`src/logic/rvfe_macros.svh`:
```
`ifndef RVFE_MACROS_SVH
`define RVFE_MACROS_SVH

// global history length, also the table index width
`define RVFE_BHR_W 8

// 2-bit counters in the pattern table
`define RVFE_PHT_DEPTH 256

`define RVFE_RESET_PC 32'h0000_0000

// addi x0, x0, 0
`define RVFE_NOP 32'h0000_0013

`endif

```
`src/logic/rvfe_pkg.sv`:
```
package rvfe_pkg;

  // one word, register layout and store/branch layout
  typedef union packed {
    struct packed {
      logic [6:0] funct7;
      logic [4:0] rs2;
      logic [4:0] rs1;
      logic [2:0] funct3;
      logic [4:0] rd;
      logic [6:0] opcode;
    } r;
    struct packed {
      logic [6:0] imm_hi;
      logic [4:0] rs2;
      logic [4:0] rs1;
      logic [2:0] funct3;
      logic [4:0] imm_lo;
      logic [6:0] opcode;
    } sb;
  } rv_instr_u;

  typedef enum logic [6:0] {
    op_lui    = 7'b0110111,
    op_auipc  = 7'b0010111,
    op_jal    = 7'b1101111,
    op_jalr   = 7'b1100111,
    op_branch = 7'b1100011,
    op_load   = 7'b0000011,
    op_store  = 7'b0100011,
    op_imm    = 7'b0010011,
    op_reg    = 7'b0110011
  } opcode_e;

  typedef enum logic [2:0] {
    fmt_none,
    fmt_i,
    fmt_s,
    fmt_b,
    fmt_u,
    fmt_j
  } imm_fmt_e;

  typedef struct packed {
    opcode_e    opcode;
    logic [4:0] rd;
    logic [4:0] rs1;
    logic [4:0] rs2;
    logic [2:0] funct3;
    logic [6:0] funct7;
    logic       reg_write;
    logic       mem_read;
    logic       mem_write;
    logic       branch;
    logic       jump;
    logic       valid;
    imm_fmt_e   fmt;
  } ctrl_word_t;

  // B-type offset, shared by fetch steering and decode
  function automatic logic [31:0] b_offset(rv_instr_u w);
    return {{20{w.sb.imm_hi[6]}}, w.sb.imm_lo[0], w.sb.imm_hi[5:0],
            w.sb.imm_lo[4:1], 1'b0};
  endfunction

endpackage : rvfe_pkg

```
`src/logic/fetch_unit.sv`:
```
`timescale 1ns/10ps
`include "rvfe_macros.svh"

module fetch_unit
(
  input  logic                   clk,
  input  logic                   arst_n,
  input  logic                   stall,
  input  logic                   resolve_valid,
  input  logic                   resolve_taken,
  input  logic                   resolve_mispredict,
  input  logic [31:0]            resolve_pc,
  input  logic [31:0]            resolve_target,
  input  logic [`RVFE_BHR_W-1:0] resolve_bhr,
  output logic [31:0]            imem_addr,
  input  rvfe_pkg::rv_instr_u    imem_rdata,
  output rvfe_pkg::rv_instr_u    instr,
  output logic [31:0]            pc,
  output logic [31:0]            pc_4,
  output logic                   pred,
  output logic [`RVFE_BHR_W-1:0] bhr,
  output logic                   fetch_valid,
  output logic                   redirect
);

  logic [31:0]            pc_q;
  logic [31:0]            pc_next;
  logic [`RVFE_BHR_W-1:0] bhr_q;
  logic [`RVFE_BHR_W-1:0] bhr_next;
  logic [1:0]             pht [`RVFE_PHT_DEPTH];
  logic                   started;
  logic                   is_branch;
  logic [`RVFE_BHR_W-1:0] fetch_idx;
  logic [`RVFE_BHR_W-1:0] resolve_idx;

  assign redirect  = resolve_valid & resolve_mispredict;

  assign imem_addr = pc_q;
  assign pc        = pc_q;
  assign pc_4      = pc_q + 32'd4;
  assign instr     = imem_rdata;
  assign bhr       = bhr_q;

  // pre-decode, only the opcode matters here
  assign is_branch = imem_rdata.sb.opcode == rvfe_pkg::op_branch;

  // gshare index
  assign fetch_idx   = pc_q[`RVFE_BHR_W+1:2] ^ bhr_q;
  assign resolve_idx = resolve_pc[`RVFE_BHR_W+1:2] ^ resolve_bhr;

  assign pred = is_branch & pht[fetch_idx][1];

  always_comb
  begin
    pc_next  = pc_q;
    bhr_next = bhr_q;
    if (redirect)
    begin
      pc_next  = resolve_target;
      bhr_next = {resolve_bhr[`RVFE_BHR_W-2:0], resolve_taken};
    end
    else if (!stall)
    begin
      if (is_branch)
      begin
        pc_next  = pred ? pc_q + rvfe_pkg::b_offset(imem_rdata) : pc_4;
        bhr_next = {bhr_q[`RVFE_BHR_W-2:0], pred};
      end
      else
      begin
        pc_next = pc_4;
      end
    end
  end

  always_ff @(posedge clk or negedge arst_n)
  begin
    if (!arst_n)
    begin
      pc_q    <= `RVFE_RESET_PC;
      bhr_q   <= '0;
      started <= 1'b0;
    end
    else
    begin
      pc_q    <= pc_next;
      bhr_q   <= bhr_next;
      started <= 1'b1;
    end
  end

  // first word after reset is not handed on as valid
  assign fetch_valid = started;

  // counters train on every resolve, stall or not
  always_ff @(posedge clk or negedge arst_n)
  begin
    if (!arst_n)
    begin
      for (int i = 0; i < `RVFE_PHT_DEPTH; i++)
      begin
        pht[i] <= 2'b01;
      end
    end
    else if (resolve_valid)
    begin
      if (resolve_taken)
      begin
        if (pht[resolve_idx] != 2'b11)
        begin
          pht[resolve_idx] <= pht[resolve_idx] + 2'b01;
        end
      end
      else
      begin
        if (pht[resolve_idx] != 2'b00)
        begin
          pht[resolve_idx] <= pht[resolve_idx] - 2'b01;
        end
      end
    end
  end

endmodule : fetch_unit

```
`src/logic/if_id_reg.sv`:
```
`timescale 1ns/10ps
`include "rvfe_macros.svh"

module if_id_reg
(
  input  logic                   clk,
  input  logic                   arst_n,
  input  logic                   stall,
  input  logic                   redirect,
  input  logic                   fetch_valid,
  input  rvfe_pkg::rv_instr_u    instr_in,
  input  logic [31:0]            pc_in,
  input  logic [31:0]            pc_4_in,
  input  logic                   pred_in,
  input  logic [`RVFE_BHR_W-1:0] bhr_in,
  output rvfe_pkg::rv_instr_u    instr_out,
  output logic [31:0]            pc_out,
  output logic [31:0]            pc_4_out,
  output logic                   pred_out,
  output logic [`RVFE_BHR_W-1:0] bhr_out,
  output logic                   valid
);

  // redirect wins over stall
  always_ff @(posedge clk or negedge arst_n)
  begin
    if (!arst_n)
    begin
      instr_out <= `RVFE_NOP;
      valid     <= 1'b0;
    end
    else if (redirect)
    begin
      instr_out <= `RVFE_NOP;
      valid     <= 1'b0;
    end
    else if (!stall)
    begin
      instr_out <= instr_in;
      valid     <= fetch_valid;
    end
  end

  always_ff @(posedge clk)
  begin
    if (redirect || !stall)
    begin
      pc_out   <= pc_in;
      pc_4_out <= pc_4_in;
      pred_out <= pred_in;
      bhr_out  <= bhr_in;
    end
  end

endmodule : if_id_reg

```
`src/logic/decode_unit.sv`:
```
`timescale 1ns/10ps

module decode_unit
(
  input  rvfe_pkg::rv_instr_u  instr,
  input  logic                 valid,
  output rvfe_pkg::ctrl_word_t ctrl,
  output logic [31:0]          imm
);

  logic               known;
  logic               reg_write;
  logic               mem_read;
  logic               mem_write;
  logic               branch;
  logic               jump;
  rvfe_pkg::imm_fmt_e fmt;

  always_comb
  begin
    known     = 1'b1;
    reg_write = 1'b0;
    mem_read  = 1'b0;
    mem_write = 1'b0;
    branch    = 1'b0;
    jump      = 1'b0;
    fmt       = rvfe_pkg::fmt_none;
    case (instr.r.opcode)
      rvfe_pkg::op_lui,
      rvfe_pkg::op_auipc:
      begin
        fmt       = rvfe_pkg::fmt_u;
        reg_write = 1'b1;
      end
      rvfe_pkg::op_jal:
      begin
        fmt       = rvfe_pkg::fmt_j;
        reg_write = 1'b1;
        jump      = 1'b1;
      end
      rvfe_pkg::op_jalr:
      begin
        fmt       = rvfe_pkg::fmt_i;
        reg_write = 1'b1;
        jump      = 1'b1;
      end
      rvfe_pkg::op_branch:
      begin
        fmt    = rvfe_pkg::fmt_b;
        branch = 1'b1;
      end
      rvfe_pkg::op_load:
      begin
        fmt       = rvfe_pkg::fmt_i;
        reg_write = 1'b1;
        mem_read  = 1'b1;
      end
      rvfe_pkg::op_store:
      begin
        fmt       = rvfe_pkg::fmt_s;
        mem_write = 1'b1;
      end
      rvfe_pkg::op_imm:
      begin
        fmt       = rvfe_pkg::fmt_i;
        reg_write = 1'b1;
      end
      rvfe_pkg::op_reg:
      begin
        reg_write = 1'b1;
      end
      default:
      begin
        known = 1'b0;
      end
    endcase
  end

  always_comb
  begin
    ctrl.opcode    = rvfe_pkg::opcode_e'(instr.r.opcode);
    ctrl.rd        = instr.r.rd;
    ctrl.rs1       = instr.r.rs1;
    ctrl.rs2       = instr.r.rs2;
    ctrl.funct3    = instr.r.funct3;
    ctrl.funct7    = instr.r.funct7;
    ctrl.fmt       = fmt;
    ctrl.valid     = valid & known;
    // flushed or empty slot must not act downstream
    ctrl.reg_write = valid & reg_write;
    ctrl.mem_read  = valid & mem_read;
    ctrl.mem_write = valid & mem_write;
    ctrl.branch    = valid & branch;
    ctrl.jump      = valid & jump;
  end

  // s and b from the split layout, the rest from the register layout
  always_comb
  begin
    case (fmt)
      rvfe_pkg::fmt_i: imm = {{20{instr.r.funct7[6]}}, instr.r.funct7, instr.r.rs2};
      rvfe_pkg::fmt_s: imm = {{20{instr.sb.imm_hi[6]}}, instr.sb.imm_hi, instr.sb.imm_lo};
      rvfe_pkg::fmt_b: imm = rvfe_pkg::b_offset(instr);
      rvfe_pkg::fmt_u: imm = {instr.r.funct7, instr.r.rs2, instr.r.rs1, instr.r.funct3, 12'b0};
      rvfe_pkg::fmt_j: imm = {{12{instr.r.funct7[6]}}, instr.r.rs1, instr.r.funct3,
                              instr.r.rs2[0], instr.r.funct7[5:0], instr.r.rs2[4:1], 1'b0};
      default:         imm = 32'd0;
    endcase
  end

endmodule : decode_unit

```
`src/logic/rv_frontend.sv`:
```
`timescale 1ns/10ps
`include "rvfe_macros.svh"

module rv_frontend
(
  input  logic                   clk,
  input  logic                   arst_n,
  input  logic                   stall,
  input  logic                   resolve_valid,
  input  logic                   resolve_taken,
  input  logic                   resolve_mispredict,
  input  logic [31:0]            resolve_pc,
  input  logic [31:0]            resolve_target,
  input  logic [`RVFE_BHR_W-1:0] resolve_bhr,
  output logic [31:0]            imem_addr,
  input  rvfe_pkg::rv_instr_u    imem_rdata,
  output rvfe_pkg::ctrl_word_t   ctrl,
  output logic [31:0]            imm,
  output logic [31:0]            id_pc,
  output logic [31:0]            id_pc_4,
  output logic                   id_pred,
  output logic [`RVFE_BHR_W-1:0] id_bhr
);

  rvfe_pkg::rv_instr_u    if_instr;
  logic [31:0]            if_pc;
  logic [31:0]            if_pc_4;
  logic                   if_pred;
  logic [`RVFE_BHR_W-1:0] if_bhr;
  logic                   fetch_valid;
  logic                   redirect;
  rvfe_pkg::rv_instr_u    id_instr;
  logic                   id_valid;

  fetch_unit u_fetch_unit (
    .clk                (clk),
    .arst_n             (arst_n),
    .stall              (stall),
    .resolve_valid      (resolve_valid),
    .resolve_taken      (resolve_taken),
    .resolve_mispredict (resolve_mispredict),
    .resolve_pc         (resolve_pc),
    .resolve_target     (resolve_target),
    .resolve_bhr        (resolve_bhr),
    .imem_addr          (imem_addr),
    .imem_rdata         (imem_rdata),
    .instr              (if_instr),
    .pc                 (if_pc),
    .pc_4               (if_pc_4),
    .pred               (if_pred),
    .bhr                (if_bhr),
    .fetch_valid        (fetch_valid),
    .redirect           (redirect)
  );

  if_id_reg u_if_id_reg (
    .clk         (clk),
    .arst_n      (arst_n),
    .stall       (stall),
    .redirect    (redirect),
    .fetch_valid (fetch_valid),
    .instr_in    (if_instr),
    .pc_in       (if_pc),
    .pc_4_in     (if_pc_4),
    .pred_in     (if_pred),
    .bhr_in      (if_bhr),
    .instr_out   (id_instr),
    .pc_out      (id_pc),
    .pc_4_out    (id_pc_4),
    .pred_out    (id_pred),
    .bhr_out     (id_bhr),
    .valid       (id_valid)
  );

  decode_unit u_decode_unit (
    .instr (id_instr),
    .valid (id_valid),
    .ctrl  (ctrl),
    .imm   (imm)
  );

endmodule : rv_frontend

```
`config.mk`:
```
export PLATFORM = sky130hd
export DESIGN_NAME = rv_frontend
export DESIGN_NICKNAME = d
export VERILOG_FILES = /design/src/logic/rvfe_pkg.sv /design/src/logic/fetch_unit.sv /design/src/logic/if_id_reg.sv /design/src/logic/decode_unit.sv /design/src/logic/rv_frontend.sv
export VERILOG_INCLUDE_DIRS = /design/src /design/src/logic
export SDC_FILE = /design/constraint.sdc
export NUM_CORES = 1
export LEC_CHECK = 0
export BUFFER_PORTS_ARGS = -buffer_cell sky130_fd_sc_hd__buf_2
export CAP_MARGIN = 20
export CORE_MARGIN = 3
export CORE_UTILIZATION = 40
export CTS_CLUSTER_DIAMETER = 100
export DETAILED_ROUTE_END_ITERATION = 8
export PLACE_DENSITY = 0.66
export SYNTH_ARGS = -nofsm -noshare
export SYNTH_HDL_FRONTEND = slang
export SYNTH_SLANG_ARGS = --single-unit
```
`constraint.sdc`:
```
create_clock -name clk -period 6.87 [get_ports clk]
set_input_delay 0.3435 -clock clk [delete_from_list [all_inputs] [get_ports clk]]
set_output_delay 0.3435 -clock clk [all_outputs]
set_load 0.01 [all_outputs]
```
# --- Yosys cells after proc, flatten, opt, wreduce, memory -nomap -nowiden ---
# Cells that the tools add are included.
word_totals:
  reg_bits: 659
  in_bits: 110
classes:
  addsub: 4
  order_cmp: 3
  n_eq_ne: 18
  mux: 32
  bitwise: 12
  n_reduce_logical: 13
ops:
  columns: ["cell", "count"]
  rows:
  - ["two-way mux 512 bit", 3]
  - ["bitwise mux 512 bit", 2]
  - ["two-way mux 32 bit", 6]
  - ["case mux 32 bit (5 select lines)", 1]
  - ["adder 32 x 3 -> 32 bit, second input constant", 1]
  - ["adder 32 bit", 1]
  - ["binary-select mux 2 bit (select 8 bit)", 2]
  - ["equality test 7 bit, second input constant", 4]
  - ["two-way mux 8 bit", 3]
  - ["equality test 7 x 6 -> 1 bit, second input constant", 3]
  - [">= comparator 9 bit, second input constant", 2]
  - ["NOT 8 -> 9 bit", 2]
  - ["demux 2 bit (select 8 bit)", 1]
  - ["XOR 8 bit", 2]
  - ["case mux 3 bit (5 select lines)", 1]
  - ["equality test 7 x 5 -> 1 bit, second input constant", 2]
  - ["two-way mux 2 bit", 5]
  - ["less-than comparator 9 x 1 -> 1 bit, second input constant", 1]
  - ["OR reduction 9 bit", 1]
  - ["bitwise AND 1 bit", 8]
  - ["two-way mux 1 bit", 8]
  - ["equality test 7 x 2 -> 1 bit, second input constant", 1]
  - ["OR reduction 7 bit", 1]
  - ["equality test 3 x 2 -> 1 bit, second input constant", 2]
  - ["14 further kinds", 19]

# --- Longest topological paths before layout ---
logic_depth:
  depth_word: 10
  mapped_depth: 21
  depth_no_buf: 16

# --- By module ---
# From an unflattened synthesis, not the netlist that was laid out.
unflattened:
  hier_cells: 3019
  area_unflattened_um2: 35559.1
by_module_without_submodules:
  columns: ["module", "n_inst", "cells_per_inst", "area_per_inst_um2", "seq_area_each_um2"]
  rows:
  - ["fetch_unit", 1, 2726, 31129.9, 14158.6]
  - ["if_id_reg", 1, 181, 3575.9, 3021.6]
  - ["decode_unit", 1, 112, 853.3, 0.0]

# --- Worst setup path before layout ---
# No wires, ideal clock.
synth_timing:
  path_type: "input to register"
  startpoint: "input port resolve_bhr[0]"
  endpoint: "register u_fetch_unit.pht[11] (netlist name)"
  setup_ns: 0.125
  t_arrival_ns: 4.548
  required_ns: 6.745
  path_slack_ns: 2.197
  stages: 19
  n_path_buf: 5
  path_cell_list: "xor2_1 -> buf_4 -> buf_4 -> buf_2 -> buf_2 -> mux4_2 -> mux4_2 -> nand2_1 -> nand3_1 -> a21boi_0 -> nor3_1 -> ha_1 -> mux2i_1 -> nand2_1 -> nor3_1 -> nand2_1 -> clkbuf_1 -> nor2_1 -> mux2_2"
synth_via:
  elab_chain_len: 9
  word_cells_on_any_way: 22
  classes_between: "add/sub (2); order compare (2); eq/ne (2); mux (10); bitwise (2); reduce/logical (4)"
synth_lines:
  columns: ["item", "line", "source"]
  rows:
  - ["start, declared", "rv_frontend.sv:14", "input logic [`RVFE_BHR_W-1:0] resolve_bhr,"]
  - ["XOR 8 bit (*)", "fetch_unit.sv:49", "assign resolve_idx = resolve_pc[`RVFE_BHR_W+1:2] ^ resolve_bhr;"]
  - ["NOT 8 -> 9 bit (not written as such) (*)", null, null]
  - ["binary-select mux 2 bit (select 8 bit) (tied with other cells)", null, null]
  - ["two-way mux 2 bit (not written as such) / logical AND 1 bit (equally long branches)", null, null]
  - ["two-way mux 2 bit (on tied branches)", null, null]
  - ["subtractor 2 x 1 -> 2 bit (tied with other cells)", "fetch_unit.sv:118", "pht[resolve_idx] <= pht[resolve_idx] - 2'b01;"]
  - ["bitwise mux 512 bit (on tied branches)", "fetch_unit.sv:118, fetch_unit.sv:111", null]
  - ["two-way mux 512 bit (on tied branches)", "fetch_unit.sv:116, fetch_unit.sv:109", null]
  - ["two-way mux 512 bit", "fetch_unit.sv:107", "if (resolve_taken)"]
  - ["end signal, assigned by index", "fetch_unit.sv:111", "pht[resolve_idx] <= pht[resolve_idx] + 2'b01;"]
  - ["end signal, assigned by index", "fetch_unit.sv:118", null]
  - ["end, declared", "fetch_unit.sv:30", "logic [1:0] pht [`RVFE_PHT_DEPTH];"]
# Every way passes the cells marked *; elsewhere a longest branch is shown, timed or not. The select of a mux whose other input is x is not followed.
# A chain may end at the register's enable or synchronous reset.

# --- Final worst setup path ---
layout_timing:
  startpoint: "input port resolve_bhr[0]"
  endpoint: "register u_fetch_unit.pht[351] (netlist name)"
# Same word-level chain as after synthesis.

==> flow_summary.yaml <==
run_status:
  status: "completed"
placement:
  post-dp-hpwl_um: 71610
  port_buffers: 263
  gp_congestion: 0.9472
synthesis:
  synth.area.top_cells: "dfrtp_1 24%, dfstp_2 20%, mux4_2 13%"
  yosysTopAreaCell: "dfrtp_1"
  syn_avg_cell_area_um2: 11.66
  synth.top_cell.area_share_pct: 23.66
  async_flop_share_pct: 89.19
  synth_warnings: 0
  synth_area_um2: 34580
  synth_ff_type: "dfrtp_1"
  seq_area_frac_synth_pct: 49.51
  ys_seq_elements: 657
  synth_nets: 3109
  synth-edff-count: 71
  postSynthCellCount: 2965
  yosys.cell_types.count: 80
floorplan:
  die_w_um: 300.0
  io-pin-count: 288
  die_area_um2: 90010
  core_area_um2: 85410
  fp-row-count: 107
  start_util_pct: 40.48
  die_y_um: 300.0
setup_path:
  cp_max_fo: 24
  worst-endpoint-arrival_ns: 6.28
  startpoint_type: "input pin"
  cp.required_ns: 7.37
  critPathKind: "input pin to register"
  endpoint_kind: "register"
grt:
  antenna_found_initial: 3
  use_met3_pct: 5.603
  gr-usage-all-layers_pct: 23.77
  grt_max_degree: 153
  met1_usage_pct: 31.94
  grt.busiest_layer: "met2"
  grt_pass1_wl_um: 163900
  grt.overflow.total: 0
  use_met2_pct: 37.51
  grt_pass1_vias: 25810
sta:
  finalHoldViolCount: 0
  finalCritPeriodShare_pct: 84.20
  setup-violations-final: 0
  fmax_ghz: 0.1729
  fin_tns_setup_ns: 0
  drv_slew: 0
  slew_headroom_pct: 20.06
  fin_skew_ns: 0.03376
  worst_pin_slew_ns: 1.191
  fin_crit_ns: 5.785
  rsz0062_at_grt: "false"
route:
  dr.pass1.iters: 6
  num_vias: 26110
  wl_per_cell_um: 24.38
  postRouteAntennaNets: 0
  routed_via_density: 5.892
  drc_errors: 0
  drt_iter0_markers: 2219
  wirelength_um: 108100
pwr:
  p_per_area_nw_per_um2: 310.7
  power.total_mw: 12.46
  irDropWorstVdd_v: 0.0002829
  clkPwrFrac_pct: 32.4
  switching_share_pct: 33.36
  p_sw_mw: 4.157
  power.internal_mw: 8.302
  leakage_nw: 16.80
  comb_power_share_pct: 27.1
  power_frac_seq_pct: 40.5
min_path:
  hp-class: "input pin to register"
clocking:
  cts_resized: 0
  ctsHtreeMaxLevel: 3
  cts.path.max_buffers: 3
  cts.root.buffer_cell: "clkbuf_16"
  cts_hold_buffers: 29
  cts_sinks: 657
  cts_tree: "built"
  numCtsBuffers: 75
  postCtsSetupBuffers: 0
  clk-insertion-delay-late_ns: 0.63
  clk_pin_slew_ns: 0.06
layout:
  mostFrequentLayoutCell: "nor2_1"
  nets: 3369
  area_delta_synth_final_pct: 15.98
  drive_gt1_share_pct: 36.88
  final_cell_mix: "607 x nor2_1, 327 x dfrtp_1, 318 x a21oi_1"
flow_run:
  maxCapViolations: 0
[power by group through the flow]
stage | Combinational, mW | Sequential [mW] | Clock, mW
after floorplan | 2.13 | 4.99 | 0
after global placement | 3.26 | 5.08 | 0
after detailed placement | 3.30 | 5.10 | 0
after CTS | 3.32 | 5.04 | 4.12
after global routing | 3.59 | 5.11 | 4.31
final | 3.37 | 5.05 | 4.04
[synthesized netlist by cell type, types with 23 or more instances]
master	count
nor3_1	36
dfstp_2	259
ha_1	33
mux2_2	261
xnor2_1	49
mux4_2	204
mux2i_1	83
a21oi_1	318
nand2_1	126
nor2_1	608
a21o_1	32
dfrtp_1	327
xor2_1	31
nand3_1	27
o21ai_0	60
edfxtp_1	71
clkbuf_1	110
buf_2	49
nand3b_1	23
[critical path, cell delays in order]
cell and delay (ns):
buf_2 0.27, xor2_4 0.62, buf_4 0.37, mux4_2 0.57, mux4_2 0.53, o22ai_1 0.42
nor4_1 0.20, o311ai_1 0.28, inv_8 0.19, ha_1 0.24, mux2i_1 0.13, nand2_1 0.12
nor3_1 0.34, nand2_1 0.60, buf_4 0.42, nor2_1 0.23, mux2_2 0.38
[cell type report]
cell class                      count  area (um2)
Sequential cell                   657       17120
Antenna cell                        2       5.005
Timing Repair Buffer              372        2370
Multi-Input combinational cell   2100       16610
Fill cell                        7730       45310
Clock buffer                      110        2182
Inverter                           19       83.83
Clock inverter                     28       302.8
Tap cell                         1144        1431
[layer usage]
| metal | part of all wire [%] | vias to the layer above |
|---|---|---|
| li1 | - | 11310 |
| met1 | 40 | 13290 |
| met2 | 46 | 1288 |
| met3 | 9.7 | 228 |
| met4 | 3.9 | 2 |
| met5 | 0.010 | - |
[kinds of logic (layout without fill, tap and decap cells)]
family | count (synthesis) | count (layout) | share of synthesized area [%]
AOI/OAI and AO/OA | 525 | 525 | 8.807
buffers and inverters | 208 | 529 | 2.906
adders and majority gates | 34 | 34 | 1.252
other | 1 | 3 | 0.01084
DFF | 657 | 657 | 49.51
muxes | 551 | 551 | 24.42
xor gates and xnor gates | 81 | 81 | 2.073
and+or+nand+nor | 908 | 908 | 11.03
[per-stage QoR]
| step | instances | hold WS, ns | worst slack [ns] | utilization, % | area [um2] |
|---|---|---|---|---|---|
| after floorplan | 2965 | 0.04791 | 2.197 | - | 34580 |
| after detailed placement | 4262 | 0.4707 | 0.6545 | 43.69 | 37320 |
| after global routing | 4430 | 0.02980 | 0.8112 | 46.95 | 40100 |
| final | 4432 | 0.01366 | 1.085 | 46.95 | 40100 |
| after CTS | 4429 | 0.001792 | 1.270 | 46.94 | 40090 |
| after global placement | 4262 | 0.4660 | 0.6825 | 43.69 | 37320 |
[worst paths after layout]
path | startpoint | to | slack [ns] | depth (start not counted)
hold / removal | resolve_bhr[3] | u_fetch_unit.bhr[4] | 0.01 | 3
setup reg to reg | register | u_fetch_unit.pht[351] | 1.78 | 14
max in group asynchronous | arst_n | u_fetch_unit.imem_addr[31] | 4.79 | 3
hold reg to reg | u_fetch_unit.imem_addr[0] | u_if_id_reg.pc_4_out[0] | 0.48 | 0
min in group asynchronous | arst_n | u_fetch_unit.pht[391] | 0.41 | 2
setup / recovery | resolve_bhr[0] | u_fetch_unit.pht[351] | 1.09 | 17
No activity file was read; power rests on OpenSTA's default activity.
